<file path="config.mk">
export PLATFORM = sky130hd
export DESIGN_NAME = clint_timer_flat
export DESIGN_NICKNAME = d
export VERILOG_FILES = /design/src/hw/bus_pkg.sv /design/src/hw/axi_lite_bus_if.sv /design/src/hw/clint_timer.sv /design/src/flat_wrapper.sv
export SDC_FILE = /design/constraint.sdc
export NUM_CORES = 1
export LEC_CHECK = 0
export BUFFER_PORTS_ARGS = -buffer_cell sky130_fd_sc_hd__clkbuf_2
export CORE_MARGIN = 2
export CORE_UTILIZATION = 56
export DETAILED_ROUTE_END_ITERATION = 6
export PLACE_DENSITY_LB_ADDON = 0.08
export SLEW_MARGIN = 0
export SYNTH_ARGS = -nofsm -noshare
export SYNTH_HDL_FRONTEND = slang
export SYNTH_SLANG_ARGS = --single-unit
export TNS_END_PERCENT = 100
</file>
<file path="constraint.sdc">
create_clock -name clock -period 4.9 [get_ports clock]
set_input_delay 0.98 -clock clock [delete_from_list [all_inputs] [get_ports clock]]
set_output_delay 0.98 -clock clock [all_outputs]
set_load 0.02 [all_outputs]
</file>
<file path="src/hw/bus_pkg.sv">
// one outstanding transaction at a time, no AXI IDs, no write bursts; SRAM addresses wrap at 4 KB
package bus_pkg;

	localparam int ADDR_W = 32;
	localparam int DATA_W = 32;
	localparam int STRB_W = DATA_W / 8;
	localparam int LEN_W = 8; // beats minus one

	// word SRAM, indexed by address bits 11:2
	localparam int SRAM_WORDS = 1024;
	localparam int SRAM_IDX_W = $clog2(SRAM_WORDS);

	// core-local timer window
	localparam logic [ADDR_W-1:0] CLINT_BASE = 32'h0200_0000;
	localparam logic [ADDR_W-1:0] CLINT_MASK = 32'hFFFF_0000;
	localparam logic [ADDR_W-1:0] MTIME_LO_OFS = 32'h0000_0000;
	localparam logic [ADDR_W-1:0] MTIME_HI_OFS = 32'h0000_0004;

	typedef enum logic [1:0] {
		RESP_OKAY = 2'd0,
		RESP_SLVERR = 2'd2 // unmapped timer offset
	} resp_e;

	typedef enum logic [1:0] {
		BURST_FIXED = 2'd0,
		BURST_INCR = 2'd1
	} burst_e;

	// owner of the shared port
	typedef enum logic [1:0] {
		IDLE,
		BUSY_DATA, // lsu read or write
		BUSY_INST // ifu read
	} grant_e;

	function automatic logic addr_in_clint(input logic [ADDR_W-1:0] addr);
		return (addr & CLINT_MASK) == CLINT_BASE;
	endfunction

endpackage

</file>
<file path="src/hw/axi_lite_bus_if.sv">
// single-id AXI channel set; the master keeps valid and payload stable until ready
interface axi_lite_bus_if import bus_pkg::*; ();

	// read address
	logic [ADDR_W-1:0] araddr;
	logic [LEN_W-1:0] arlen;
	burst_e arburst;
	logic arvalid;
	logic arready;

	// read data
	logic [DATA_W-1:0] rdata;
	resp_e rresp;
	logic rlast;
	logic rvalid;
	logic rready;

	// write address and data, single beat only
	logic [ADDR_W-1:0] awaddr;
	logic awvalid;
	logic awready;
	logic [DATA_W-1:0] wdata;
	logic [STRB_W-1:0] wstrb;
	logic wvalid;
	logic wready;

	// write response
	resp_e bresp;
	logic bvalid;
	logic bready;

	modport master (
		output araddr, arlen, arburst, arvalid, rready,
		output awaddr, awvalid, wdata, wstrb, wvalid, bready,
		input arready, rdata, rresp, rlast, rvalid,
		input awready, wready, bresp, bvalid
	);

	modport slave (
		input araddr, arlen, arburst, arvalid, rready,
		input awaddr, awvalid, wdata, wstrb, wvalid, bready,
		output arready, rdata, rresp, rlast, rvalid,
		output awready, wready, bresp, bvalid
	);

endinterface

</file>
<file path="src/hw/clint_timer.sv">
// mtime only, no mtimecmp or interrupt; single beats, wstrb ignored, other offsets give SLVERR
module clint_timer import bus_pkg::*; (
	input logic clock,
	input logic reset,
	axi_lite_bus_if.slave bus
);

	typedef enum logic [1:0] {
		CT_IDLE,
		CT_READ,
		CT_WRESP
	} clint_state_e;

	clint_state_e state_q;
	logic [63:0] mtime_q, mtime_inc;
	logic [ADDR_W-1:0] rd_ofs, wr_ofs;
	logic [DATA_W-1:0] rdata_q;
	resp_e resp_q; // shared by r and b, one transaction at a time
	logic ar_fire, wr_fire;

	assign bus.arready = (state_q == CT_IDLE);
	assign bus.awready = (state_q == CT_IDLE) & ~bus.arvalid & bus.awvalid & bus.wvalid;
	assign bus.wready = bus.awready;
	assign ar_fire = bus.arvalid & bus.arready;
	assign wr_fire = bus.awvalid & bus.awready;
	assign rd_ofs = bus.araddr & ~CLINT_MASK;
	assign wr_ofs = bus.awaddr & ~CLINT_MASK;
	assign mtime_inc = mtime_q + 64'd1;

	always_ff @(posedge clock) begin
		if (reset) begin
			state_q <= CT_IDLE;
			mtime_q <= '0;
		end else begin
			case (state_q)
				CT_IDLE: begin
					if (ar_fire) state_q <= CT_READ;
					else if (wr_fire) state_q <= CT_WRESP;
				end
				CT_READ: if (bus.rready) state_q <= CT_IDLE;
				CT_WRESP: if (bus.bready) state_q <= CT_IDLE;
				default: state_q <= CT_IDLE;
			endcase
			// written word replaces its half, the other half keeps counting
			if (wr_fire && wr_ofs == MTIME_LO_OFS) mtime_q <= {mtime_inc[63:32], bus.wdata};
			else if (wr_fire && wr_ofs == MTIME_HI_OFS) mtime_q <= {bus.wdata, mtime_inc[31:0]};
			else mtime_q <= mtime_inc;
		end
	end

	always_ff @(posedge clock) begin
		if (ar_fire) begin
			if (rd_ofs == MTIME_LO_OFS) rdata_q <= mtime_q[31:0];
			else if (rd_ofs == MTIME_HI_OFS) rdata_q <= mtime_q[63:32];
			else rdata_q <= '0;
			resp_q <= (rd_ofs == MTIME_LO_OFS || rd_ofs == MTIME_HI_OFS) ? RESP_OKAY : RESP_SLVERR;
		end else if (wr_fire) begin
			resp_q <= (wr_ofs == MTIME_LO_OFS || wr_ofs == MTIME_HI_OFS) ? RESP_OKAY : RESP_SLVERR;
		end
	end

	assign bus.rvalid = (state_q == CT_READ);
	assign bus.rlast = bus.rvalid; // always a single beat
	assign bus.rdata = rdata_q;
	assign bus.rresp = resp_q;
	assign bus.bvalid = (state_q == CT_WRESP);
	assign bus.bresp = resp_q;

endmodule

</file>
<file path="src/flat_wrapper.sv">
// flat-port wrapper written by rule: the top's interface ports become plain ports
module clint_timer_flat import bus_pkg::*;
  (clock, reset, bus_araddr, bus_arlen, bus_arburst, bus_arvalid, bus_rready, bus_awaddr, bus_awvalid, bus_wdata, bus_wstrb, bus_wvalid, bus_bready, bus_arready, bus_rdata, bus_rresp, bus_rlast, bus_rvalid, bus_awready, bus_wready, bus_bresp, bus_bvalid);
  axi_lite_bus_if bus_i ();
  input logic clock;
  input logic reset;
  input wire logic [$bits(bus_i.araddr)-1:0] bus_araddr;
  input wire logic [$bits(bus_i.arlen)-1:0] bus_arlen;
  input wire logic [$bits(bus_i.arburst)-1:0] bus_arburst;
  input wire logic [$bits(bus_i.arvalid)-1:0] bus_arvalid;
  input wire logic [$bits(bus_i.rready)-1:0] bus_rready;
  input wire logic [$bits(bus_i.awaddr)-1:0] bus_awaddr;
  input wire logic [$bits(bus_i.awvalid)-1:0] bus_awvalid;
  input wire logic [$bits(bus_i.wdata)-1:0] bus_wdata;
  input wire logic [$bits(bus_i.wstrb)-1:0] bus_wstrb;
  input wire logic [$bits(bus_i.wvalid)-1:0] bus_wvalid;
  input wire logic [$bits(bus_i.bready)-1:0] bus_bready;
  output wire logic [$bits(bus_i.arready)-1:0] bus_arready;
  output wire logic [$bits(bus_i.rdata)-1:0] bus_rdata;
  output wire logic [$bits(bus_i.rresp)-1:0] bus_rresp;
  output wire logic [$bits(bus_i.rlast)-1:0] bus_rlast;
  output wire logic [$bits(bus_i.rvalid)-1:0] bus_rvalid;
  output wire logic [$bits(bus_i.awready)-1:0] bus_awready;
  output wire logic [$bits(bus_i.wready)-1:0] bus_wready;
  output wire logic [$bits(bus_i.bresp)-1:0] bus_bresp;
  output wire logic [$bits(bus_i.bvalid)-1:0] bus_bvalid;
  assign bus_i.araddr = bus_araddr;
  assign bus_i.arlen = bus_arlen;
  assign bus_i.arburst = bus_arburst;
  assign bus_i.arvalid = bus_arvalid;
  assign bus_i.rready = bus_rready;
  assign bus_i.awaddr = bus_awaddr;
  assign bus_i.awvalid = bus_awvalid;
  assign bus_i.wdata = bus_wdata;
  assign bus_i.wstrb = bus_wstrb;
  assign bus_i.wvalid = bus_wvalid;
  assign bus_i.bready = bus_bready;
  assign bus_arready = bus_i.arready;
  assign bus_rdata = bus_i.rdata;
  assign bus_rresp = bus_i.rresp;
  assign bus_rlast = bus_i.rlast;
  assign bus_rvalid = bus_i.rvalid;
  assign bus_awready = bus_i.awready;
  assign bus_wready = bus_i.wready;
  assign bus_bresp = bus_i.bresp;
  assign bus_bvalid = bus_i.bvalid;
  clint_timer u_core (.clock(clock), .reset(reset), .bus(bus_i));
endmodule
</file>
# Word level (Yosys, flattened, before mapping)
# Index checks and enable logic that the tools add are counted.
# word_totals
regBits,100
latchBits,0
ramBits,0
mem_bits_ro,0
inputBits,117
mem_count,0
# op_classes
addsub,1
multipliers,0
div,0
n_lt_le_gt_ge,0
eq_ne,7
shifts,0
mux,13
bitwise_logic,6
n_reduce_logical,9
# op_table
op,n
$mux 64,2
$add 64x1->64 const B,1
$logic_not 32->1,2
$mux 32,2
$eq 16x3->1 const B,2
$mux 2,8
$pmux 2 s3,1
$and 1x1->1,5
$ne 2x2->1 const B,2
$ne 3x3->1 const B,1
$reduce_and 3->1,1
$eq 2x1->1 const B,1
$eq 2x2->1 const B,1
$logic_and 1x1->1,2
$logic_not 2->1,1
$logic_or 1x1->1,2
$reduce_bool 2->1,1
$not 1->1,1

# Logic depth before layout (Yosys ltp)
# depth
word_depth,8
mapped_depth,8

# Worst setup path before layout
# OpenSTA, ideal clock, no wires.
# synth_timing
path_type,input port to output port
start,input bus_arvalid
end,output bus_wready
t_arrival_ns,1.824
required_ns,3.920
slack_ns,2.096
path_stages,4
n_path_buf,2
path_cell_list,nor3_1 -> and2_1 -> clkbuf_1 -> buf_4
# synth_via
elab_chain_len,4
# synth_rtl
item,line,rtl
"start, declared",flat_wrapper.sv:10,input wire logic [$bits(bus_i.arvalid)-1:0] bus_arvalid;
$not 1->1,clint_timer.sv:22,assign bus.awready = (state_q == CT_IDLE) & ~bus.arvalid & bus.awvalid & bus.wvalid;
$and 1x1->1 (3 in series),clint_timer.sv:22,
"end, declared",flat_wrapper.sv:24,output wire logic [$bits(bus_i.wready)-1:0] bus_wready;
# No other way between the ends.

# Final worst setup path
# layout_timing
start,register u_core.mtime_q[20]
end,register u_core.mtime_q[48]
# layout_via
elab_chain_len,3
# layout_rtl
item,line,rtl
"start, declared",clint_timer.sv:15,"logic [63:0] mtime_q, mtime_inc;"
"start signal, assigned",clint_timer.sv:45,"if (wr_fire && wr_ofs == MTIME_LO_OFS) mtime_q <= {mtime_inc[63:32], bus.wdata};"
"start signal, assigned",clint_timer.sv:46,"else if (wr_fire && wr_ofs == MTIME_HI_OFS) mtime_q <= {bus.wdata, mtime_inc[31:0]};"
"start signal, assigned",clint_timer.sv:47,else mtime_q <= mtime_inc;
$add 64x1->64 (*),clint_timer.sv:28,assign mtime_inc = mtime_q + 64'd1;
$mux 64,clint_timer.sv:46,
$mux 64 (*),clint_timer.sv:45,
# Mark *: on every way between the ends. The rest lies on a longest branch, timed or not.
# A chain may end at the register's enable or synchronous reset.

==> impl_metrics.csv <==
group,metric,value,unit
route,ant_nets,0,
worst_setup_path,crit_chain,"nand4_1 -> or4_1 -> nor3_1 -> a311oi_1 -> nor4_1",
worst_setup_path,arrival,3.60,ns
worst_setup_path,regToRegSetupSlack,1.58,ns
placed_design,io_buffers,110,
route,route.met3.wl,1.332,mm
route,routedWlPerCell,17.93,um
synthesis,synth.avg_cell_area,8.787,um^2
finish,fin_nets,814,
global_route,first_global_vias,4582,
clock_network,htreeDepth,3,
global_route,grt_antenna_before_repair,0,
worst_setup_path,worstPathMaxFanout,10,
worst_hold_path,min-delay-start,"u_core.mtime_q[61]$_SDFF_PP0_",
synthesis,yosysWarnings,0,
floorplanning,start_util,0.5812,
synthesis,yosysMostFrequentCell,"nor2_1",
sta,finalClockSkew,0.01490,ns
placed_design,gp_congestion,0.9590,
worst_hold_path,hp-class,"reg -> reg",
route,dr.pass1.iters,5,
finish,antenna_cells,0,
clock_network,path_clk_slew,0.10,ns
worst_setup_path,path_class,"reg -> reg",
finish,final_layout_size_suffix_gt1_frac,0.2040,
clock_network,cts_resized,0,
synthesis,netlist_top_cells_count,"nor2_1, dfxtp_1, nand3_1, clkbuf_1, nand2_1",
pwr,ir_drop,0.1368,mV
floorplanning,die-area,10480,um^2
worst_setup_path,cp-start-kind,"flip-flop",
sta,setup-tns-final,0,ns
sta,worst_pin_slew,1.237,ns
global_route,grt.overflow.total,0,
pwr,pwr_density_cell,245.7,nW/um^2
worst_setup_path,worstPathRequired,5.18,ns
clock_network,cts_hold_buffers,0,
worst_setup_path,worstSetupEndpointType,"flip-flop",
finish,syn2layout_area_growth,13.66,%
worst_setup_path,cp_slowest_stage_delay,0.97,ns
route,drt-initial-drc-count,477,
pwr,leakagePower,2.153,nW
worst_setup_path,slowest_stage,"nor3_1",
status,status,"finished clean",
route,dr.max_layer_used,"met4",
worst_hold_path,min_to,"u_core.mtime_q[61]$_SDFF_PP0_",
worst_setup_path,r2r-end,"u_core.mtime_q[48]$_SDFF_PP0_",
sta,clock.fmax,301.3,MHz
global_route,grt_pass1_wl,23.12,mm
synthesis,synthCells,617,
route,met1_length,6.505,mm
sta,fin_crit_sh,0.6772,
floorplanning,std_cell_rows,35,
clock_network,clk_latency,0.38,ns
sta,setup_viol,0,
synthesis,yosysSeqAreaShare,0.4265,
clock_network,tritoncts,"done",
route,num_vias,5159,
synthesis,synth_top_cell_area_share,0.2437,
global_route,grt_max_degree,63,
synthesis,yosys.area.top_type,"dfxtp_1",
sta,hold_viol_final,0,
route,met2_length,6.745,mm
floorplanning,core,9328,um^2
sta,whs,0.5431,ns
synthesis,ys_dominant_reg_cell,"dfxtp_1",
route,viasPerCell,6.216,
worst_setup_path,r2r_start,"u_core.mtime_q[20]$_SDFF_PP0_",
placed_design,dp_hpwl,10.59,mm
floorplanning,die_h,102.4,um
clock_network,clock_path_buffers,2,
floorplanning,die_w,102.4,um
synthesis,synth_area_leaders,"dfxtp_1, edfxtp_1, nor2_1, mux2i_1, a211oi_1",
synthesis,syn_area,5421,um^2
sta,final_max_slew_viol_count,0,
synthesis,synthArstFlopShare,0,
clock_network,root_buffer,"clkbuf_8",
synthesis,synth_edf_count,33,
worst_setup_path,worst-r2r-cell-count,5,
sta,rsz0062_at_grt,"no",
global_route,grt_usage,0.2875,
clock_network,cts_buffers,9,
sta,finalCriticalPeriod,3.318,ns
clock_network,clock_sinks,99,
worst_hold_path,hold_depth,2,
synthesis,synth_cell_types,49,
flow_run,max-cap-violations,0,
route,finalWirelength,14.88,mm
clock_network,post-cts-setup-buffer-count,0,
synthesis,ys_seq_elements,99,
sta,slew_headroom,0.1743,
route,drcViolationCount,0,
floorplanning,io_pins,159,
## state kept, by name (all words and copies together), names as in the netlist
name	count
u_core.bus.bresp	1
u_core.state_q	2
u_core.mtime_q	64
u_core.bus.rdata	32
## layout by cell type, fill, tap and decap left out, types with 5 or more instances in the layout
master and instances:
xnor2_1 24, a311oi_1 11, mux2i_1 32, or3_1 13, o21ai_0 13, or2_2 7
nand4_1 22, xor2_1 13, dfxtp_1 66, o211ai_1 8, and3_1 7, or4_1 19
clkbuf_8 9, nand3_1 41, nor4_1 22, nand2_1 35, buf_4 5, nor3_1 13
nor2_1 95, clkbuf_2 110, inv_1 14, o311ai_0 6, edfxtp_1 33, a211oi_1 31
## critical path, delay by kind of cell (launching register included)
kind	cells	cell delay, ns
simple gates	4	2.53
compound gates	1	0.22
flops	1	0.46
## final cells by class
type / instances / area, um^2
clock buffer: 9 / 123.9
clock inverter: 7 / 61.31
fill: 798 / 3166
inverter: 14 / 52.55
multi-input combinational: 457 / 2863
sequential: 99 / 2312
tap: 129 / 161.4
timing repair buffer: 115 / 588.1
## layer usage
layer | global-route usage | up-vias
met3 | 0.03967 | 24
met2 | 0.4519 | 262
li1 | - | 2459
met1 | 0.4089 | 2414
met5 | 0 | -
met4 | 0.09949 | 0
## worst max-delay path by stage
| stage | startpoint | end | slack, ns | cells past startpoint |
|---|---|---|---|---|
| detailed placement | bus_awaddr[9] | u_core.mtime_q[57]$_SDFF_PP0_ | 1.69 | 6 |
| finish | u_core.mtime_q[20]$_SDFF_PP0_ | u_core.mtime_q[48]$_SDFF_PP0_ | 1.58 | 5 |
| global route | u_core.mtime_q[20]$_SDFF_PP0_ | u_core.mtime_q[48]$_SDFF_PP0_ | 1.52 | 5 |
| CTS | u_core.mtime_q[20]$_SDFF_PP0_ | u_core.mtime_q[48]$_SDFF_PP0_ | 1.70 | 5 |
| global placement | bus_awaddr[9] | u_core.mtime_q[57]$_SDFF_PP0_ | 1.74 | 6 |
| floorplan | bus_arvalid | bus_wready | 2.10 | 4 |
## where the power goes
| part | switching [mW] | total [mW] | internal (mW) |
|---|---|---|---|
| Clock | 0.312 | 0.506 | 0.193 |
| Combinational | 0.0841 | 0.133 | 0.0487 |
| Sequential | 0.00813 | 0.875 | 0.867 |
## kinds of logic after synthesis
| logic type | after synthesis | synth area share |
|---|---|---|
| AND/OR/NAND/NOR | 297 | 0.2834 |
| flip-flops | 99 | 0.4265 |
| AO/OA/AOI/OAI | 87 | 0.1191 |
| buffers and inverters | 62 | 0.04708 |
| XOR/XNOR | 37 | 0.05977 |
| multiplexers | 33 | 0.06116 |
| adder cells (fa/ha/maj) | 1 | 0.002308 |
| other | 1 | 0.0006917 |
## per-stage QoR
step | area [um^2] | std cells | worst slack, ns | power (mW) | utilization
CTS | 6162 | 830 | 1.704 | 1.523 | 0.6606
global placement | 5977 | 814 | 1.736 | 1.025 | 0.6408
floorplan | 5425 | 618 | 2.096 | 0.9671 | -
global route | 6162 | 830 | 1.519 | 1.562 | 0.6606
detailed placement | 5977 | 814 | 1.687 | 1.027 | 0.6408
finish | 6162 | 830 | 1.582 | 1.514 | 0.6606
Power figures use the tool's default switching activity.
