### src/hw/bus_pkg.sv
// one outstanding transaction at a time, no AXI IDs, no write bursts; SRAM addresses wrap at 4 KB
package bus_pkg;

	localparam int ADDR_W = 32;
	localparam int DATA_W = 32;
	localparam int STRB_W = DATA_W / 8;
	localparam int LEN_W = 8; // beats minus one

	// word SRAM, indexed by address bits 11:2
	localparam int SRAM_WORDS = 1024;
	localparam int SRAM_IDX_W = $clog2(SRAM_WORDS);

	// core-local timer window
	localparam logic [ADDR_W-1:0] CLINT_BASE = 32'h0200_0000;
	localparam logic [ADDR_W-1:0] CLINT_MASK = 32'hFFFF_0000;
	localparam logic [ADDR_W-1:0] MTIME_LO_OFS = 32'h0000_0000;
	localparam logic [ADDR_W-1:0] MTIME_HI_OFS = 32'h0000_0004;

	typedef enum logic [1:0] {
		RESP_OKAY = 2'd0,
		RESP_SLVERR = 2'd2 // unmapped timer offset
	} resp_e;

	typedef enum logic [1:0] {
		BURST_FIXED = 2'd0,
		BURST_INCR = 2'd1
	} burst_e;

	// owner of the shared port
	typedef enum logic [1:0] {
		IDLE,
		BUSY_DATA, // lsu read or write
		BUSY_INST // ifu read
	} grant_e;

	function automatic logic addr_in_clint(input logic [ADDR_W-1:0] addr);
		return (addr & CLINT_MASK) == CLINT_BASE;
	endfunction

endpackage

### src/hw/axi_lite_bus_if.sv
// single-id AXI channel set; the master keeps valid and payload stable until ready
interface axi_lite_bus_if import bus_pkg::*; ();

	// read address
	logic [ADDR_W-1:0] araddr;
	logic [LEN_W-1:0] arlen;
	burst_e arburst;
	logic arvalid;
	logic arready;

	// read data
	logic [DATA_W-1:0] rdata;
	resp_e rresp;
	logic rlast;
	logic rvalid;
	logic rready;

	// write address and data, single beat only
	logic [ADDR_W-1:0] awaddr;
	logic awvalid;
	logic awready;
	logic [DATA_W-1:0] wdata;
	logic [STRB_W-1:0] wstrb;
	logic wvalid;
	logic wready;

	// write response
	resp_e bresp;
	logic bvalid;
	logic bready;

	modport master (
		output araddr, arlen, arburst, arvalid, rready,
		output awaddr, awvalid, wdata, wstrb, wvalid, bready,
		input arready, rdata, rresp, rlast, rvalid,
		input awready, wready, bresp, bvalid
	);

	modport slave (
		input araddr, arlen, arburst, arvalid, rready,
		input awaddr, awvalid, wdata, wstrb, wvalid, bready,
		output arready, rdata, rresp, rlast, rvalid,
		output awready, wready, bresp, bvalid
	);

endinterface

### src/hw/axi_xbar.sv
// timer window goes to the clint, everything else to the SRAM; no decode error path
module axi_xbar import bus_pkg::*; (
	input logic clock,
	input logic reset,
	axi_lite_bus_if.slave up,
	axi_lite_bus_if.master clint,
	axi_lite_bus_if.master sram
);

	logic busy_q; // address accepted, waiting for last beat
	logic sel_q; // 1 = clint
	logic sel_live, sel;
	logic addr_fire, last_fire;

	// only one of the read or write address channels is active at a time
	assign sel_live = addr_in_clint(up.arvalid ? up.araddr : up.awaddr);
	assign sel = busy_q ? sel_q : sel_live;

	assign addr_fire = (up.arvalid & up.arready) | (up.awvalid & up.awready);
	assign last_fire = (up.rvalid & up.rready & up.rlast) | (up.bvalid & up.bready);

	always_ff @(posedge clock) begin
		if (reset) begin
			busy_q <= 1'b0;
			sel_q <= 1'b0;
		end else if (addr_fire) begin
			busy_q <= 1'b1;
			sel_q <= sel_live;
		end else if (last_fire) begin
			busy_q <= 1'b0;
		end
	end

	// payload to both, valids and readies to the chosen slave
	assign clint.araddr = up.araddr;
	assign clint.arlen = up.arlen;
	assign clint.arburst = up.arburst;
	assign clint.awaddr = up.awaddr;
	assign clint.wdata = up.wdata;
	assign clint.wstrb = up.wstrb;
	assign clint.arvalid = up.arvalid & sel;
	assign clint.rready = up.rready & sel;
	assign clint.awvalid = up.awvalid & sel;
	assign clint.wvalid = up.wvalid & sel;
	assign clint.bready = up.bready & sel;

	assign sram.araddr = up.araddr;
	assign sram.arlen = up.arlen;
	assign sram.arburst = up.arburst;
	assign sram.awaddr = up.awaddr;
	assign sram.wdata = up.wdata;
	assign sram.wstrb = up.wstrb;
	assign sram.arvalid = up.arvalid & ~sel;
	assign sram.rready = up.rready & ~sel;
	assign sram.awvalid = up.awvalid & ~sel;
	assign sram.wvalid = up.wvalid & ~sel;
	assign sram.bready = up.bready & ~sel;

	assign up.arready = sel ? clint.arready : sram.arready;
	assign up.rdata = sel ? clint.rdata : sram.rdata;
	assign up.rresp = sel ? clint.rresp : sram.rresp;
	assign up.rlast = sel ? clint.rlast : sram.rlast;
	assign up.rvalid = sel ? clint.rvalid : sram.rvalid;
	assign up.awready = sel ? clint.awready : sram.awready;
	assign up.wready = sel ? clint.wready : sram.wready;
	assign up.bresp = sel ? clint.bresp : sram.bresp;
	assign up.bvalid = sel ? clint.bvalid : sram.bvalid;

endmodule

### src/flat_wrapper.sv
// flat-port wrapper written by rule: the top's interface ports become plain ports
module axi_xbar_flat import bus_pkg::*;
  (clock, reset, up_araddr, up_arlen, up_arburst, up_arvalid, up_rready, up_awaddr, up_awvalid, up_wdata, up_wstrb, up_wvalid, up_bready, up_arready, up_rdata, up_rresp, up_rlast, up_rvalid, up_awready, up_wready, up_bresp, up_bvalid, clint_araddr, clint_arlen, clint_arburst, clint_arvalid, clint_rready, clint_awaddr, clint_awvalid, clint_wdata, clint_wstrb, clint_wvalid, clint_bready, clint_arready, clint_rdata, clint_rresp, clint_rlast, clint_rvalid, clint_awready, clint_wready, clint_bresp, clint_bvalid, sram_araddr, sram_arlen, sram_arburst, sram_arvalid, sram_rready, sram_awaddr, sram_awvalid, sram_wdata, sram_wstrb, sram_wvalid, sram_bready, sram_arready, sram_rdata, sram_rresp, sram_rlast, sram_rvalid, sram_awready, sram_wready, sram_bresp, sram_bvalid);
  axi_lite_bus_if up_i ();
  axi_lite_bus_if clint_i ();
  axi_lite_bus_if sram_i ();
  input logic clock;
  input logic reset;
  input wire logic [$bits(up_i.araddr)-1:0] up_araddr;
  input wire logic [$bits(up_i.arlen)-1:0] up_arlen;
  input wire logic [$bits(up_i.arburst)-1:0] up_arburst;
  input wire logic [$bits(up_i.arvalid)-1:0] up_arvalid;
  input wire logic [$bits(up_i.rready)-1:0] up_rready;
  input wire logic [$bits(up_i.awaddr)-1:0] up_awaddr;
  input wire logic [$bits(up_i.awvalid)-1:0] up_awvalid;
  input wire logic [$bits(up_i.wdata)-1:0] up_wdata;
  input wire logic [$bits(up_i.wstrb)-1:0] up_wstrb;
  input wire logic [$bits(up_i.wvalid)-1:0] up_wvalid;
  input wire logic [$bits(up_i.bready)-1:0] up_bready;
  output wire logic [$bits(up_i.arready)-1:0] up_arready;
  output wire logic [$bits(up_i.rdata)-1:0] up_rdata;
  output wire logic [$bits(up_i.rresp)-1:0] up_rresp;
  output wire logic [$bits(up_i.rlast)-1:0] up_rlast;
  output wire logic [$bits(up_i.rvalid)-1:0] up_rvalid;
  output wire logic [$bits(up_i.awready)-1:0] up_awready;
  output wire logic [$bits(up_i.wready)-1:0] up_wready;
  output wire logic [$bits(up_i.bresp)-1:0] up_bresp;
  output wire logic [$bits(up_i.bvalid)-1:0] up_bvalid;
  output wire logic [$bits(clint_i.araddr)-1:0] clint_araddr;
  output wire logic [$bits(clint_i.arlen)-1:0] clint_arlen;
  output wire logic [$bits(clint_i.arburst)-1:0] clint_arburst;
  output wire logic [$bits(clint_i.arvalid)-1:0] clint_arvalid;
  output wire logic [$bits(clint_i.rready)-1:0] clint_rready;
  output wire logic [$bits(clint_i.awaddr)-1:0] clint_awaddr;
  output wire logic [$bits(clint_i.awvalid)-1:0] clint_awvalid;
  output wire logic [$bits(clint_i.wdata)-1:0] clint_wdata;
  output wire logic [$bits(clint_i.wstrb)-1:0] clint_wstrb;
  output wire logic [$bits(clint_i.wvalid)-1:0] clint_wvalid;
  output wire logic [$bits(clint_i.bready)-1:0] clint_bready;
  input wire logic [$bits(clint_i.arready)-1:0] clint_arready;
  input wire logic [$bits(clint_i.rdata)-1:0] clint_rdata;
  input wire logic [$bits(clint_i.rresp)-1:0] clint_rresp;
  input wire logic [$bits(clint_i.rlast)-1:0] clint_rlast;
  input wire logic [$bits(clint_i.rvalid)-1:0] clint_rvalid;
  input wire logic [$bits(clint_i.awready)-1:0] clint_awready;
  input wire logic [$bits(clint_i.wready)-1:0] clint_wready;
  input wire logic [$bits(clint_i.bresp)-1:0] clint_bresp;
  input wire logic [$bits(clint_i.bvalid)-1:0] clint_bvalid;
  output wire logic [$bits(sram_i.araddr)-1:0] sram_araddr;
  output wire logic [$bits(sram_i.arlen)-1:0] sram_arlen;
  output wire logic [$bits(sram_i.arburst)-1:0] sram_arburst;
  output wire logic [$bits(sram_i.arvalid)-1:0] sram_arvalid;
  output wire logic [$bits(sram_i.rready)-1:0] sram_rready;
  output wire logic [$bits(sram_i.awaddr)-1:0] sram_awaddr;
  output wire logic [$bits(sram_i.awvalid)-1:0] sram_awvalid;
  output wire logic [$bits(sram_i.wdata)-1:0] sram_wdata;
  output wire logic [$bits(sram_i.wstrb)-1:0] sram_wstrb;
  output wire logic [$bits(sram_i.wvalid)-1:0] sram_wvalid;
  output wire logic [$bits(sram_i.bready)-1:0] sram_bready;
  input wire logic [$bits(sram_i.arready)-1:0] sram_arready;
  input wire logic [$bits(sram_i.rdata)-1:0] sram_rdata;
  input wire logic [$bits(sram_i.rresp)-1:0] sram_rresp;
  input wire logic [$bits(sram_i.rlast)-1:0] sram_rlast;
  input wire logic [$bits(sram_i.rvalid)-1:0] sram_rvalid;
  input wire logic [$bits(sram_i.awready)-1:0] sram_awready;
  input wire logic [$bits(sram_i.wready)-1:0] sram_wready;
  input wire logic [$bits(sram_i.bresp)-1:0] sram_bresp;
  input wire logic [$bits(sram_i.bvalid)-1:0] sram_bvalid;
  assign up_i.araddr = up_araddr;
  assign up_i.arlen = up_arlen;
  assign up_i.arburst = up_arburst;
  assign up_i.arvalid = up_arvalid;
  assign up_i.rready = up_rready;
  assign up_i.awaddr = up_awaddr;
  assign up_i.awvalid = up_awvalid;
  assign up_i.wdata = up_wdata;
  assign up_i.wstrb = up_wstrb;
  assign up_i.wvalid = up_wvalid;
  assign up_i.bready = up_bready;
  assign up_arready = up_i.arready;
  assign up_rdata = up_i.rdata;
  assign up_rresp = up_i.rresp;
  assign up_rlast = up_i.rlast;
  assign up_rvalid = up_i.rvalid;
  assign up_awready = up_i.awready;
  assign up_wready = up_i.wready;
  assign up_bresp = up_i.bresp;
  assign up_bvalid = up_i.bvalid;
  assign clint_araddr = clint_i.araddr;
  assign clint_arlen = clint_i.arlen;
  assign clint_arburst = clint_i.arburst;
  assign clint_arvalid = clint_i.arvalid;
  assign clint_rready = clint_i.rready;
  assign clint_awaddr = clint_i.awaddr;
  assign clint_awvalid = clint_i.awvalid;
  assign clint_wdata = clint_i.wdata;
  assign clint_wstrb = clint_i.wstrb;
  assign clint_wvalid = clint_i.wvalid;
  assign clint_bready = clint_i.bready;
  assign clint_i.arready = clint_arready;
  assign clint_i.rdata = clint_rdata;
  assign clint_i.rresp = clint_rresp;
  assign clint_i.rlast = clint_rlast;
  assign clint_i.rvalid = clint_rvalid;
  assign clint_i.awready = clint_awready;
  assign clint_i.wready = clint_wready;
  assign clint_i.bresp = clint_bresp;
  assign clint_i.bvalid = clint_bvalid;
  assign sram_araddr = sram_i.araddr;
  assign sram_arlen = sram_i.arlen;
  assign sram_arburst = sram_i.arburst;
  assign sram_arvalid = sram_i.arvalid;
  assign sram_rready = sram_i.rready;
  assign sram_awaddr = sram_i.awaddr;
  assign sram_awvalid = sram_i.awvalid;
  assign sram_wdata = sram_i.wdata;
  assign sram_wstrb = sram_i.wstrb;
  assign sram_wvalid = sram_i.wvalid;
  assign sram_bready = sram_i.bready;
  assign sram_i.arready = sram_arready;
  assign sram_i.rdata = sram_rdata;
  assign sram_i.rresp = sram_rresp;
  assign sram_i.rlast = sram_rlast;
  assign sram_i.rvalid = sram_rvalid;
  assign sram_i.awready = sram_awready;
  assign sram_i.wready = sram_wready;
  assign sram_i.bresp = sram_bresp;
  assign sram_i.bvalid = sram_bvalid;
  axi_xbar u_core (.clock(clock), .reset(reset), .up(up_i), .clint(clint_i), .sram(sram_i));
endmodule
### config.mk
export PLATFORM = sky130hd
export DESIGN_NAME = axi_xbar_flat
export DESIGN_NICKNAME = d
export VERILOG_FILES = /design/src/hw/bus_pkg.sv /design/src/hw/axi_lite_bus_if.sv /design/src/hw/axi_xbar.sv /design/src/flat_wrapper.sv
export SDC_FILE = /design/constraint.sdc
export NUM_CORES = 1
export LEC_CHECK = 0
export ABC_CLOCK_PERIOD_IN_PS = 2500
export BUFFER_PORTS_ARGS = -buffer_cell sky130_fd_sc_hd__clkbuf_2
export CAP_MARGIN = 20
export CORE_AREA = 5 5 183 185
export CTS_BUF_LIST = sky130_fd_sc_hd__clkbuf_4 sky130_fd_sc_hd__clkbuf_8
export DETAILED_ROUTE_END_ITERATION = 8
export DIE_AREA = 0 0 188 190
export GPL_ROUTABILITY_DRIVEN = 0
export PLACE_DENSITY = 0.31
export SYNTH_ARGS = -nofsm -noshare
export SYNTH_HDL_FRONTEND = slang
export SYNTH_SLANG_ARGS = --single-unit
export TNS_END_PERCENT = 30
### constraint.sdc
create_clock -name clock -period 2.5 [get_ports clock]
set_clock_uncertainty 0.15 [all_clocks]
set_input_delay 0.375 -clock clock [delete_from_list [all_inputs] [get_ports clock]]
set_output_delay 0.375 -clock clock [all_outputs]
set_load 0.01 [all_outputs]
======== After elaboration in Yosys (flattened, before gate mapping) ========
Cells that the tools add are included.
storage, ports and cells
  flip-flop bits (word level) ............. 2
  input bits .............................. 201
  logic and storage cells ................. 35
  output and inout port bits .............. 272
operators by class
  eq/ne operators ......................... 1
  bitwise operators ....................... 18
  mux-type cells .......................... 13
  reduce and logical (&&, ||, !) cells .... 1
operators by type and width
  operator                                                                 count
  32-bit 2-to-1 mux                                                        2
  16-bit by 10-bit equality test with 1-bit output, second input constant  1
  1-bit AND                                                                15
  1-bit 2-to-1 mux                                                         9
  2-bit 2-to-1 mux                                                         2
  1-bit OR                                                                 2
  2-bit nonzero test                                                       1
  1-bit inverter                                                           1

======== Longest topological paths before layout ========
  depth after elaboration ................. 9
  depth in mapped cells ................... 7
  gate-level depth less buffers ........... 6

======== Worst setup path after synthesis ========
Ideal clock, no wire load.
  path type ............................... input to output
  from .................................... input up_awaddr[18]
  to ...................................... output up_arready
  path buffers ............................ 1
  setup slack ............................. 0.183 ns
  arrival time ............................ 1.792 ns
  cell stages on the path ................. 6
  cell sequence ........................... or4_4 nor4_4 a22o_4 nor2_4 buf_6 mux2_4
between the ends
  word-level cells in the longest chain between the ends .. 4
ends and longest elaborated chain
  element                                           RTL line            text
  from (decl)                                       flat_wrapper.sv:14  input wire logic [$bits(up_i.awaddr)-1:0] up_awaddr;
  32-bit 2-to-1 mux                                 axi_xbar.sv:16      assign sel_live = addr_in_clint(up.arvalid ? up.araddr : up.awaddr);
  16-bit by 10-bit equality test with 1-bit output  bus_pkg.sv:37       return (addr & CLINT_MASK) == CLINT_BASE;
  1-bit 2-to-1 mux                                  axi_xbar.sv:17      assign sel = busy_q ? sel_q : sel_live;
  1-bit 2-to-1 mux                                  axi_xbar.sv:59      assign up.arready = sel ? clint.arready : sram.arready;
  to (decl)                                         flat_wrapper.sv:20  output wire logic [$bits(up_i.arready)-1:0] up_arready;
Every way passes these cells.

======== Worst setup path in the final report ========
  from .................................... input up_awaddr[18]
  to ...................................... output up_rdata[25]
between the ends
  word-level cells in the longest chain between the ends .. 4
ends and longest elaborated chain
  element                                           RTL line            text
  32-bit 2-to-1 mux                                 axi_xbar.sv:16
  16-bit by 10-bit equality test with 1-bit output  bus_pkg.sv:37
  1-bit 2-to-1 mux                                  axi_xbar.sv:17
  32-bit 2-to-1 mux                                 axi_xbar.sv:60      assign up.rdata = sel ? clint.rdata : sram.rdata;
  to (decl)                                         flat_wrapper.sv:21  output wire logic [$bits(up_i.rdata)-1:0] up_rdata;
Every way passes these cells.

==> results.json <==
{
  "vias_per_cell": 2.65,
  "area_growth_syn_to_layout_pct": 16.0,
  "grt_setup_unrepaired": "true",
  "crit_path_max_fanout": 27,
  "final_cells": 780,
  "synth_area_sq_mm": 0.00267,
  "wl_met2_microns": 5590,
  "setup_violations": 42,
  "grt_pass1_wl_microns": 14500,
  "power_density_mw_per_mm2": 178,
  "end_kind": "output port",
  "ys.flop_type": "dfxtp_1",
  "detail_route.wl_per_cell_microns": 14.2,
  "p_total_mw": 0.550,
  "die_x_microns": 188,
  "ant_nets": 0,
  "post-place-ws_ps": -434,
  "initial_utilization": 0.0838,
  "max-clock-path-buffers": 2,
  "synth_edf_count": 0,
  "grt_usage": 0.0552,
  "grt_overflow": 0,
  "status": "finished, violations left",
  "multi_input_area_sq_um": 957,
  "synthDistinctLibCells": 32,
  "hold_viol": 0,
  "htreeDepth": 1,
  "design.die.area_sq_mm": 0.0357,
  "first_pass_iters": 4,
  "drt-met1-wl_microns": 3220,
  "wl_met3_microns": 1680,
  "synth_seq_area_share": 0.0150,
  "yosysWarnings": 0,
  "setup-tns-final_ps": -3880,
  "fin_crit_ps": 2630,
  "cp.arrival_ps": 2100,
  "grt_pass1_vias": 2184,
  "nets": 572,
  "slew_headroom": 0.695,
  "violations": "setup timing",
  "start_kind": "input pin",
  "fin_util": 0.0972,
  "cts-root-buf": "clkbuf_8",
  "top_layer_used": "met4",
  "drt-total-wl_microns": 11100,
  "cts_buffers": 3,
  "die_y_microns": 190,
  "clock_latency_ps": 210,
  "rows": 66,
  "path_class": "in -> out",
  "drc_errors": 0,
  "dpl.cell_count": 773,
  "synth-async-reset-ratio": 0,
  "finalCritPeriodShare": 1.05,
  "hold_ws_ps": 245,
  "drive_above_1_share": 0.908,
  "hold_buffers": 0,
  "syn-num-nets": 512,
  "first_iter_violations": 20,
  "dp_hpwl_microns": 10200,
  "netlist_instances": 311,
  "cts.clk_slew.worst_paths_ps": 30,
  "io_pins": 473,
  "clock-sinks": 2,
  "finish.instance_area_sq_mm": 0.00310,
  "p_leak_nw": 1.73,
  "worst_pin_slew_ps": 456,
  "slew_violations": 0,
  "regArea_sq_um": 40.0,
  "vias": 2069,
  "post_dp_cell_area_sq_mm": 0.00299,
  "core_area_sq_mm": 0.0319,
  "final_common_cell": "clkbuf_2",
  "port_buffers": 238,
  "ys_ff_latch": 2,
  "worstPathRequired_ps": 1980,
  "hold_path_class": "in -> reg",
  "worst_slack_ps": -127,
  "antenna_found_initial": 4,
  "mostFrequentLayoutCells": "clkbuf_2 (232), mux2_4 (40), buf_4 (39)",
  "syn_area_per_cell_sq_um": 8.59,
  "grt_max_degree": 28,
  "fmax_ghz": 0.381,
  "peakVddDrop_mv": 0.0623,
  "maxCapViolations": 0,
  "cts_tree": "built",
  "final.fill_count": 3723
}
## repair_timing
item                       4_1_cts  5_1_grt
setup endpoints to repair       53       51
resized for setup                6       10
setup buffers                    0        1
pin swaps                        1        0
## final cells by class
cell class	instances	share of cell area
Inverter	1	0.00121
Timing Repair Buffer	280	0.497
Sequential cell	2	0.0129
Clock buffer	3	0.0133
Antenna cell	3	0.00242
Tap cell	408	0.165
Multi-Input combinational cell	83	0.309
## metal layers
| metal | GRT usage | vias up |
|---|---|---|
| met4 | 0.0305 | 0 |
| met3 | 0.0338 | 64 |
| met2 | 0.101 | 206 |
| li1 | - | 924 |
| met5 | 0 | - |
| met1 | 0.0462 | 875 |
## where the power goes
group,internal (mW),switching [mW],total [mW]
clock network,0.102,0.0251,0.127
logic,0.216,0.170,0.386
registers,0.0338,0.00327,0.0371
## sequential cells by signal (all words and copies together), names as in the netlist
signal / count
u_core.busy_q: 1
u_core.sel_q: 1
## synthesized netlist by cell type (2+ instances only)
library cell  instances  area (sq um)
and2_1                5          31.3
buf_4               220          1650
buf_6                 4          45.0
dfxtp_1               2          40.0
mux2_2                3          33.8
mux2_4               39           586
nand2_1               3          11.3
nor2b_1               5          31.3
nor3_1                4          20.0
nor4_1                3          18.8
nor4b_1               2          17.5
## worst paths after layout
path | to | cells past startpoint | slack (ps) | startpoint
max | up_rdata[25] | 8 | -130 | up_awaddr[18]
min | u_core.sel_q$_SDFFE_PP0P_ | 2 | 240 | reset
max reg2reg | u_core.busy_q$_SDFFE_PP0P_ | 8 | 410 | u_core.busy_q$_SDFFE_PP0P_
min reg2reg | u_core.sel_q$_SDFFE_PP0P_ | 2 | 370 | u_core.sel_q$_SDFFE_PP0P_
## kinds of logic (layout without fill, tap and decap cells)
family	after synthesis	after routing	synth area share
mux	43	43	0.236
buf+inv	226	284	0.638
other cells	0	3	0
flops	2	2	0.0150
compound gates	9	9	0.0300
simple gates	31	31	0.0815
## worst max-delay path, stage by stage
cell	delay (ps)
buf_6	90
or4_4	550
nor4_4	200
a22o_4	180
nor2_4	70
buf_12	190
mux2_4	300
clkbuf_2	140
(Power assumes the default switching activity.)
