--- src/hw/bus_pkg.sv ---
// one outstanding transaction at a time, no AXI IDs, no write bursts; SRAM addresses wrap at 4 KB
package bus_pkg;

	localparam int ADDR_W = 32;
	localparam int DATA_W = 32;
	localparam int STRB_W = DATA_W / 8;
	localparam int LEN_W = 8; // beats minus one

	// word SRAM, indexed by address bits 11:2
	localparam int SRAM_WORDS = 1024;
	localparam int SRAM_IDX_W = $clog2(SRAM_WORDS);

	// core-local timer window
	localparam logic [ADDR_W-1:0] CLINT_BASE = 32'h0200_0000;
	localparam logic [ADDR_W-1:0] CLINT_MASK = 32'hFFFF_0000;
	localparam logic [ADDR_W-1:0] MTIME_LO_OFS = 32'h0000_0000;
	localparam logic [ADDR_W-1:0] MTIME_HI_OFS = 32'h0000_0004;

	typedef enum logic [1:0] {
		RESP_OKAY = 2'd0,
		RESP_SLVERR = 2'd2 // unmapped timer offset
	} resp_e;

	typedef enum logic [1:0] {
		BURST_FIXED = 2'd0,
		BURST_INCR = 2'd1
	} burst_e;

	// owner of the shared port
	typedef enum logic [1:0] {
		IDLE,
		BUSY_DATA, // lsu read or write
		BUSY_INST // ifu read
	} grant_e;

	function automatic logic addr_in_clint(input logic [ADDR_W-1:0] addr);
		return (addr & CLINT_MASK) == CLINT_BASE;
	endfunction

endpackage

--- src/hw/axi_lite_bus_if.sv ---
// single-id AXI channel set; the master keeps valid and payload stable until ready
interface axi_lite_bus_if import bus_pkg::*; ();

	// read address
	logic [ADDR_W-1:0] araddr;
	logic [LEN_W-1:0] arlen;
	burst_e arburst;
	logic arvalid;
	logic arready;

	// read data
	logic [DATA_W-1:0] rdata;
	resp_e rresp;
	logic rlast;
	logic rvalid;
	logic rready;

	// write address and data, single beat only
	logic [ADDR_W-1:0] awaddr;
	logic awvalid;
	logic awready;
	logic [DATA_W-1:0] wdata;
	logic [STRB_W-1:0] wstrb;
	logic wvalid;
	logic wready;

	// write response
	resp_e bresp;
	logic bvalid;
	logic bready;

	modport master (
		output araddr, arlen, arburst, arvalid, rready,
		output awaddr, awvalid, wdata, wstrb, wvalid, bready,
		input arready, rdata, rresp, rlast, rvalid,
		input awready, wready, bresp, bvalid
	);

	modport slave (
		input araddr, arlen, arburst, arvalid, rready,
		input awaddr, awvalid, wdata, wstrb, wvalid, bready,
		output arready, rdata, rresp, rlast, rvalid,
		output awready, wready, bresp, bvalid
	);

endinterface

--- src/hw/axi_arbiter.sv ---
// fixed priority lsu write > lsu read > ifu read; grant held until the owner's last beat
module axi_arbiter import bus_pkg::*; (
	input logic clock,
	input logic reset,
	// ifu, read only
	input logic [ADDR_W-1:0] ifu_araddr_i,
	input logic [LEN_W-1:0] ifu_arlen_i,
	input logic [1:0] ifu_arburst_i,
	input logic ifu_arvalid_i,
	output logic ifu_arready_o,
	output logic [DATA_W-1:0] ifu_rdata_o,
	output logic [1:0] ifu_rresp_o,
	output logic ifu_rlast_o,
	output logic ifu_rvalid_o,
	input logic ifu_rready_i,
	// lsu, single beat
	input logic [ADDR_W-1:0] lsu_araddr_i,
	input logic lsu_arvalid_i,
	output logic lsu_arready_o,
	output logic [DATA_W-1:0] lsu_rdata_o,
	output logic [1:0] lsu_rresp_o,
	output logic lsu_rvalid_o,
	input logic lsu_rready_i,
	input logic [ADDR_W-1:0] lsu_awaddr_i,
	input logic lsu_awvalid_i,
	output logic lsu_awready_o,
	input logic [DATA_W-1:0] lsu_wdata_i,
	input logic [STRB_W-1:0] lsu_wstrb_i,
	input logic lsu_wvalid_i,
	output logic lsu_wready_o,
	output logic [1:0] lsu_bresp_o,
	output logic lsu_bvalid_o,
	input logic lsu_bready_i,
	axi_lite_bus_if.master bus
);

	grant_e grant_q, grant_d;
	logic lsu_wr_q, lsu_wr_d; // lsu transaction is a write
	logic data_rd, data_wr, inst_rd;

	assign data_rd = (grant_q == BUSY_DATA) & ~lsu_wr_q;
	assign data_wr = (grant_q == BUSY_DATA) & lsu_wr_q;
	assign inst_rd = (grant_q == BUSY_INST);

	always_comb begin
		grant_d = grant_q;
		lsu_wr_d = lsu_wr_q;
		case (grant_q)
			IDLE: begin
				if (lsu_awvalid_i & lsu_wvalid_i) begin // write needs both channels up
					grant_d = BUSY_DATA;
					lsu_wr_d = 1'b1;
				end else if (lsu_arvalid_i) begin
					grant_d = BUSY_DATA;
					lsu_wr_d = 1'b0;
				end else if (ifu_arvalid_i) begin
					grant_d = BUSY_INST;
				end
			end
			BUSY_DATA: begin
				if (lsu_wr_q ? (bus.bvalid & lsu_bready_i)
						: (bus.rvalid & lsu_rready_i & bus.rlast)) begin
					grant_d = IDLE;
				end
			end
			BUSY_INST: begin
				if (bus.rvalid & ifu_rready_i & bus.rlast) begin
					grant_d = IDLE;
				end
			end
			default: grant_d = IDLE;
		endcase
	end

	always_ff @(posedge clock) begin
		if (reset) begin
			grant_q <= IDLE;
			lsu_wr_q <= 1'b0;
		end else begin
			grant_q <= grant_d;
			lsu_wr_q <= lsu_wr_d;
		end
	end

	// request mux onto the shared port
	assign bus.araddr = inst_rd ? ifu_araddr_i : lsu_araddr_i;
	assign bus.arlen = inst_rd ? ifu_arlen_i : '0; // lsu is always one beat
	assign bus.arburst = inst_rd ? burst_e'(ifu_arburst_i) : BURST_FIXED;
	assign bus.arvalid = (inst_rd & ifu_arvalid_i) | (data_rd & lsu_arvalid_i);
	assign bus.rready = (inst_rd & ifu_rready_i) | (data_rd & lsu_rready_i);
	assign bus.awaddr = lsu_awaddr_i;
	assign bus.awvalid = data_wr & lsu_awvalid_i;
	assign bus.wdata = lsu_wdata_i;
	assign bus.wstrb = lsu_wstrb_i;
	assign bus.wvalid = data_wr & lsu_wvalid_i;
	assign bus.bready = data_wr & lsu_bready_i;

	// responses back to the owner only
	assign ifu_arready_o = inst_rd & bus.arready;
	assign ifu_rvalid_o = inst_rd & bus.rvalid;
	assign ifu_rlast_o = inst_rd & bus.rlast;
	assign ifu_rdata_o = bus.rdata;
	assign ifu_rresp_o = bus.rresp;
	assign lsu_arready_o = data_rd & bus.arready;
	assign lsu_rvalid_o = data_rd & bus.rvalid;
	assign lsu_rdata_o = bus.rdata;
	assign lsu_rresp_o = bus.rresp;
	assign lsu_awready_o = data_wr & bus.awready;
	assign lsu_wready_o = data_wr & bus.wready;
	assign lsu_bvalid_o = data_wr & bus.bvalid;
	assign lsu_bresp_o = bus.bresp;

endmodule

--- src/flat_wrapper.sv ---
// flat-port wrapper written by rule: the top's interface ports become plain ports
module axi_arbiter_flat import bus_pkg::*;
  (clock, reset, ifu_araddr_i, ifu_arlen_i, ifu_arburst_i, ifu_arvalid_i, ifu_arready_o, ifu_rdata_o, ifu_rresp_o, ifu_rlast_o, ifu_rvalid_o, ifu_rready_i, lsu_araddr_i, lsu_arvalid_i, lsu_arready_o, lsu_rdata_o, lsu_rresp_o, lsu_rvalid_o, lsu_rready_i, lsu_awaddr_i, lsu_awvalid_i, lsu_awready_o, lsu_wdata_i, lsu_wstrb_i, lsu_wvalid_i, lsu_wready_o, lsu_bresp_o, lsu_bvalid_o, lsu_bready_i, bus_araddr, bus_arlen, bus_arburst, bus_arvalid, bus_rready, bus_awaddr, bus_awvalid, bus_wdata, bus_wstrb, bus_wvalid, bus_bready, bus_arready, bus_rdata, bus_rresp, bus_rlast, bus_rvalid, bus_awready, bus_wready, bus_bresp, bus_bvalid);
  axi_lite_bus_if bus_i ();
  input logic clock;
  input logic reset;
  input logic [ADDR_W-1:0] ifu_araddr_i;
  input logic [LEN_W-1:0] ifu_arlen_i;
  input logic [1:0] ifu_arburst_i;
  input logic ifu_arvalid_i;
  output logic ifu_arready_o;
  output logic [DATA_W-1:0] ifu_rdata_o;
  output logic [1:0] ifu_rresp_o;
  output logic ifu_rlast_o;
  output logic ifu_rvalid_o;
  input logic ifu_rready_i;
  input logic [ADDR_W-1:0] lsu_araddr_i;
  input logic lsu_arvalid_i;
  output logic lsu_arready_o;
  output logic [DATA_W-1:0] lsu_rdata_o;
  output logic [1:0] lsu_rresp_o;
  output logic lsu_rvalid_o;
  input logic lsu_rready_i;
  input logic [ADDR_W-1:0] lsu_awaddr_i;
  input logic lsu_awvalid_i;
  output logic lsu_awready_o;
  input logic [DATA_W-1:0] lsu_wdata_i;
  input logic [STRB_W-1:0] lsu_wstrb_i;
  input logic lsu_wvalid_i;
  output logic lsu_wready_o;
  output logic [1:0] lsu_bresp_o;
  output logic lsu_bvalid_o;
  input logic lsu_bready_i;
  output wire logic [$bits(bus_i.araddr)-1:0] bus_araddr;
  output wire logic [$bits(bus_i.arlen)-1:0] bus_arlen;
  output wire logic [$bits(bus_i.arburst)-1:0] bus_arburst;
  output wire logic [$bits(bus_i.arvalid)-1:0] bus_arvalid;
  output wire logic [$bits(bus_i.rready)-1:0] bus_rready;
  output wire logic [$bits(bus_i.awaddr)-1:0] bus_awaddr;
  output wire logic [$bits(bus_i.awvalid)-1:0] bus_awvalid;
  output wire logic [$bits(bus_i.wdata)-1:0] bus_wdata;
  output wire logic [$bits(bus_i.wstrb)-1:0] bus_wstrb;
  output wire logic [$bits(bus_i.wvalid)-1:0] bus_wvalid;
  output wire logic [$bits(bus_i.bready)-1:0] bus_bready;
  input wire logic [$bits(bus_i.arready)-1:0] bus_arready;
  input wire logic [$bits(bus_i.rdata)-1:0] bus_rdata;
  input wire logic [$bits(bus_i.rresp)-1:0] bus_rresp;
  input wire logic [$bits(bus_i.rlast)-1:0] bus_rlast;
  input wire logic [$bits(bus_i.rvalid)-1:0] bus_rvalid;
  input wire logic [$bits(bus_i.awready)-1:0] bus_awready;
  input wire logic [$bits(bus_i.wready)-1:0] bus_wready;
  input wire logic [$bits(bus_i.bresp)-1:0] bus_bresp;
  input wire logic [$bits(bus_i.bvalid)-1:0] bus_bvalid;
  assign bus_araddr = bus_i.araddr;
  assign bus_arlen = bus_i.arlen;
  assign bus_arburst = bus_i.arburst;
  assign bus_arvalid = bus_i.arvalid;
  assign bus_rready = bus_i.rready;
  assign bus_awaddr = bus_i.awaddr;
  assign bus_awvalid = bus_i.awvalid;
  assign bus_wdata = bus_i.wdata;
  assign bus_wstrb = bus_i.wstrb;
  assign bus_wvalid = bus_i.wvalid;
  assign bus_bready = bus_i.bready;
  assign bus_i.arready = bus_arready;
  assign bus_i.rdata = bus_rdata;
  assign bus_i.rresp = bus_rresp;
  assign bus_i.rlast = bus_rlast;
  assign bus_i.rvalid = bus_rvalid;
  assign bus_i.awready = bus_awready;
  assign bus_i.wready = bus_wready;
  assign bus_i.bresp = bus_bresp;
  assign bus_i.bvalid = bus_bvalid;
  axi_arbiter u_core (.clock(clock), .reset(reset), .ifu_araddr_i(ifu_araddr_i), .ifu_arlen_i(ifu_arlen_i), .ifu_arburst_i(ifu_arburst_i), .ifu_arvalid_i(ifu_arvalid_i), .ifu_arready_o(ifu_arready_o), .ifu_rdata_o(ifu_rdata_o), .ifu_rresp_o(ifu_rresp_o), .ifu_rlast_o(ifu_rlast_o), .ifu_rvalid_o(ifu_rvalid_o), .ifu_rready_i(ifu_rready_i), .lsu_araddr_i(lsu_araddr_i), .lsu_arvalid_i(lsu_arvalid_i), .lsu_arready_o(lsu_arready_o), .lsu_rdata_o(lsu_rdata_o), .lsu_rresp_o(lsu_rresp_o), .lsu_rvalid_o(lsu_rvalid_o), .lsu_rready_i(lsu_rready_i), .lsu_awaddr_i(lsu_awaddr_i), .lsu_awvalid_i(lsu_awvalid_i), .lsu_awready_o(lsu_awready_o), .lsu_wdata_i(lsu_wdata_i), .lsu_wstrb_i(lsu_wstrb_i), .lsu_wvalid_i(lsu_wvalid_i), .lsu_wready_o(lsu_wready_o), .lsu_bresp_o(lsu_bresp_o), .lsu_bvalid_o(lsu_bvalid_o), .lsu_bready_i(lsu_bready_i), .bus(bus_i));
endmodule
--- config.mk ---
export PLATFORM = sky130hd
export DESIGN_NAME = axi_arbiter_flat
export DESIGN_NICKNAME = d
export VERILOG_FILES = /design/src/hw/bus_pkg.sv /design/src/hw/axi_lite_bus_if.sv /design/src/hw/axi_arbiter.sv /design/src/flat_wrapper.sv
export SDC_FILE = /design/constraint.sdc
export NUM_CORES = 1
export LEC_CHECK = 0
export ABC_AREA = 1
export BUFFER_PORTS_ARGS = -buffer_cell sky130_fd_sc_hd__buf_2
export CAP_MARGIN = 10
export CORE_AREA = 2 2 152 154
export DETAILED_ROUTE_END_ITERATION = 8
export DIE_AREA = 0 0 154 156
export MAX_ROUTING_LAYER = met4
export PLACE_DENSITY_LB_ADDON = 0.2
export SYNTH_ARGS = -nofsm -noshare
export SYNTH_HDL_FRONTEND = slang
export SYNTH_SLANG_ARGS = --single-unit
--- constraint.sdc ---
create_clock -name clock -period 1.07 [get_ports clock]
set_input_delay 0.214 -clock clock [delete_from_list [all_inputs] [get_ports clock]]
set_output_delay 0.214 -clock clock [all_outputs]
set_load 0.05 [all_outputs]
### Word-level counts from Yosys, hierarchy flattened

Cells that the tools add are included.

| operators by class | value |
|---|---|
| eq/ne operators | 5 |
| multiplexer cells | 12 |
| reduce and logical (&&, ||, !) cells | 4 |
| bitwise gates (word level) | 26 |

Operator list:

| kind | number |
|---|---|
| 32-bit 2-to-1 mux | 1 |
| 1-bit bitwise AND | 23 |
| 2-bit 2-to-1 mux | 6 |
| 8-bit 2-to-1 mux | 1 |
| 2-bit one-hot mux with 3 select lines | 1 |
| 2-bit inequality test (second input constant) | 2 |
| 4-bit by 3-bit inequality test with 1-bit output (second input constant) | 1 |
| 1-bit 2-to-1 mux | 3 |
| 3-bit AND reduction | 1 |
| 2-bit by 1-bit equality test with 1-bit output (second input constant) | 1 |
| 2-bit equality test (second input constant) | 1 |
| 2-bit zero test | 1 |
| 1-bit OR | 2 |
| 2-bit AND reduction | 1 |
| 2-bit nonzero test | 1 |
| 1-bit NOT | 1 |

| storage, ports and cells | value |
|---|---|
| word-level logic and storage cells | 49 |
| output and inout bits | 193 |
| flip-flop bits (word level) | 3 |

### Logic depth before layout (Yosys ltp)

| logic depth | value |
|---|---|
| depth in word-level cells | 5 |
| depth in mapped cells | 7 |

### Worst setup path after synthesis

Ideal clock, no wire load.

| timing path | value |
|---|---|
| path type | reg-to-output |
| start point | register u_core.grant_q[0] |
| end point | output bus_arvalid |
| slack | -0.915 ns |
| path buffers | 0 |
| data required time | 0.856 ns |
| cell stages (with the launch flop) | 5 |
| arrival time | 1.771 ns |
| cells stage by stage | dfxtp_1 -> inv_1 -> nor2_2 -> nand2_1 -> o21ai_0 |

| between the ends | value |
|---|---|
| cells in the longest elaborated chain, start to end | 4 |

Ends and longest elaborated chain:

| element | RTL line | text |
|---|---|---|
| start: declaration | axi_arbiter.sv:37 | `grant_e grant_q, grant_d;` |
| start signal: assignment | axi_arbiter.sv:80 | `grant_q <= grant_d;` |
| 2-bit by 1-bit equality test with 1-bit output | axi_arbiter.sv:41 | `assign data_rd = (grant_q == BUSY_DATA) & ~lsu_wr_q;` |
| 1-bit bitwise AND | axi_arbiter.sv:41 |  |
| 1-bit bitwise AND | axi_arbiter.sv:89 | `assign bus.arvalid = (inst_rd & ifu_arvalid_i) \| (data_rd & lsu_arvalid_i);` |
| 1-bit OR * | axi_arbiter.sv:89 |  |
| end: declaration | flat_wrapper.sv:37 | `output wire logic [$bits(bus_i.arvalid)-1:0] bus_arvalid;` |

Mark *: on every way between the ends. The rest lies on a longest branch, timed or not.

### Worst setup path after layout

| timing path | value |
|---|---|
| start point | register u_core.grant_q[1] |
| end point | output bus_arvalid |

Same word-level chain as after synthesis.

==> impl_results.md <==
- Simple-gate portion of the synthesized area: 30.7%
- Fin. max-slew vios: 0
- Violated checks: setup timing
- Detail Route Antenna Nets: 0
- Syn_nets: 518
- Maximum Capacitance Violations: 0
- Commonest non-fill, non-tap cell in the layout: buf_2
- Warnings from Yosys: 0
- Starting Density: 8.28%
- Period minus WS final: 1.57 ns
- Internal: 2.53 mW
- Clock Tree Root: clkbuf_16
- Site row count: 55
- I/O pin count: 386
- Pin count of the biggest net entering global routing: 19
- Gate count of the mapped netlist: 325
- Top cells by area, synth: buf_4 56%, nand2_1 21%, nor2_1 5.5%, inv_1 5.3%, dfxtp_1 3.2%
- Slew margin rel.: 87.1%
- Port buffer count: 143
- Count of different cell masters after synthesis: 15
- Leakage Power: 1.54 nW
- Mux share of post-synthesis cell area: 0%
- # DRC: 0
- Final Wtd Congestion: 0.663
- Unrepaired setup endpoints after global routing: yes
- Logic pwr share: 86.1%
- Slowest cell on crit path: dfxtp_4
- Clock Pin Slew Worst Setup and Hold Paths: 0.03 ns
- Design area: 3140 µm²
- Largest family of logic cells by synthesized area: buffers and inverters
- Die Area: 24000 µm²
- Status: complete, but fails checks
- Share of layout cells above drive strength 1: 73.9%
- First-pass GRT wire length: 9800 µm
- Worst-skew pair later-pin latency: 0.22 ns
- Vias: 1774
- Number of diodes: 0
- CP Data Arrival Time: 1.36 ns
- GR Overflow Total: 0
- Worst vdd ir: 0.000537 V
- Sequential power share: 3.2%
- Die Y: 156 µm
- Slew @ Worst Pin: 0.193 ns
- Sequential area share after synthesis: 3.24%
- Crit path max fanout: 5
- Detail Placement HPWL: 5310 µm
- Number of global-route vias before repair: 1855
- Post-DP Area: 2410 µm²
- Initial antenna violation count: 0
- Vias per inst: 2.82
- Final hold vios: 0
- Compound-Gate Fraction of Synth Area: 1.35%
- Area grow syn2layout: 69.3%
- Syn Area/Cell: 5.70 µm²
- Area share of the largest cell type after synthesis: 55.9%
- Iter 0 DRT Violations: 49
- Final core occ: 14.0%
- Post-synth top area cell: buf_4
- Router iterations before antenna repair: 4
- Sw Share: 53.9%
- Achievable Freq: 635 MHz
- Required @ worst endpoint: 0.86 ns
- P per Cell Area: 1750 nW/µm²
- Pre-CTS WS: -0.378 ns
- Synthesized flop and latch total: 3
- Total GRT Usage: 5.36%
- Setup slack after layout: -0.504 ns
- Core area: 22400 µm²
- Most frequent cells in the layout: 88 x buf_2, 47 x nand2_1, 38 x nand2_4
- Final setup viols: 58
- Routed wire length: 6780 µm
- Die X: 154 µm
- Hold Path Class: in2reg
- CTS sink count: 3
- WS Path Type: reg2out
- Number of CTS-inserted buffers: 3
- Synth Area in Adders: 0%
- CP endpoint kind: output port
- Max clock buf depth: 2
- Crit path buf inv count: 2
- Psw: 2.96 mW
- Worst-path cell chain: buf_4, nor2_4, nand2_4, o21ai_4, buf_6
- CTS tree: built
- Cell Area, Synth: 1850 µm²
- Total negative slack: -24.60 ns
- CTS H-tree depth: 1
- XOR/XNOR share of the synthesized area: 0%
- CP max stage delay: 0.33 ns
- Nets: 539
- Crit share post-route: 147%
- Delay-heaviest family, CP: flip-flops
- Worst Clk Skew: 0.000161 ns
- Average wire per standard cell: 10.8 µm
- Clk pwr share: 10.7%
- CP Launch Type: flop
[worst reg2reg max path, cell delays in order, from the launching register on]
cell and delay [ns]:
dfxtp_2 0.34, nor2_4 0.16, buf_6 0.16, buf_16 0.16
buf_4 0.13, nand2_2 0.06, nand3_2 0.07, nor2_1 0.04
nor2_1 0.08, nor2_1 0.05
[per-layer routing]
metal | share of wire [%] | vias up | global-route usage [%]
met5 | 0 | - | -
met4 | 2.1 | 0 | 1.51
met3 | 13 | 27 | 2.72
met2 | 47 | 129 | 8.61
met1 | 38 | 753 | 5.85
li1 | - | 865 | -
[power by group through the flow]
stage	sequential, mW	combinational, mW	clock, mW
after floorplan	0.178	4.07	0
after global placement	0.175	3.57	0
after detailed placement	0.174	3.56	0
after CTS	0.173	4.68	0.599
after global routing	0.179	5.02	0.614
final	0.173	4.73	0.587
[registers in the layout, indices dropped and copies added (netlist names)]
register         count
u_core.grant_q       2
u_core.lsu_wr_q      1
[cell type report]
class,count,area [µm²]
sequential,3,65.1
timing repair buffer,161,1410
inverter,27,104
clock buffer,4,78.8
tap,285,357
multi-input combinational,150,1120
fill,2588,19200
[cell families after synthesis]
kind of cell,Yosys count
buf+inv,172
flops,3
compound gates,5
simple gates,145
[repair_timing]
item                                    CTS  global route
hold buffers                              0             0
cloned                                    2             1
gates resized for setup                 154            23
hold endpoints to repair                  0             0
pin swaps                                 1             0
endpoints found under the setup margin   58            58
setup buffers                             3             0
[path summary, 6_finish.rpt]
kind                                         from                 to  slack [ns]  cells past startpoint
worst max-delay path            u_core.grant_q[1]        bus_arvalid       -0.50                      5
worst min register to register    u_core.lsu_wr_q    u_core.lsu_wr_q        0.53                      2
worst min-delay path                        reset  u_core.grant_q[0]        0.20                      2
worst max register to register  u_core.grant_q[0]  u_core.grant_q[1]       -0.29                      9
[synthesized netlist by cell type]
master / instances
nand2_1: 106
nor2_4: 1
buf_6: 4
nor3_1: 1
a21oi_1: 2
buf_4: 138
nand4_1: 2
nor2_2: 1
o21ai_0: 3
nand3_1: 7
inv_1: 26
dfxtp_1: 3
nor2_1: 27
inv_2: 1
buf_2: 3
[per-stage QoR]
step | power, mW | hold slack, ns | cells
finish | 5.49 | 0.198 | 630
global route | 5.81 | 0.206 | 630
CTS | 5.45 | 0.185 | 630
detailed placement | 3.73 | 0.416 | 621
global placement | 3.75 | 0.410 | 621
floorplan | 4.24 | 0.276 | 325
Power figures use the tool's default switching activity.
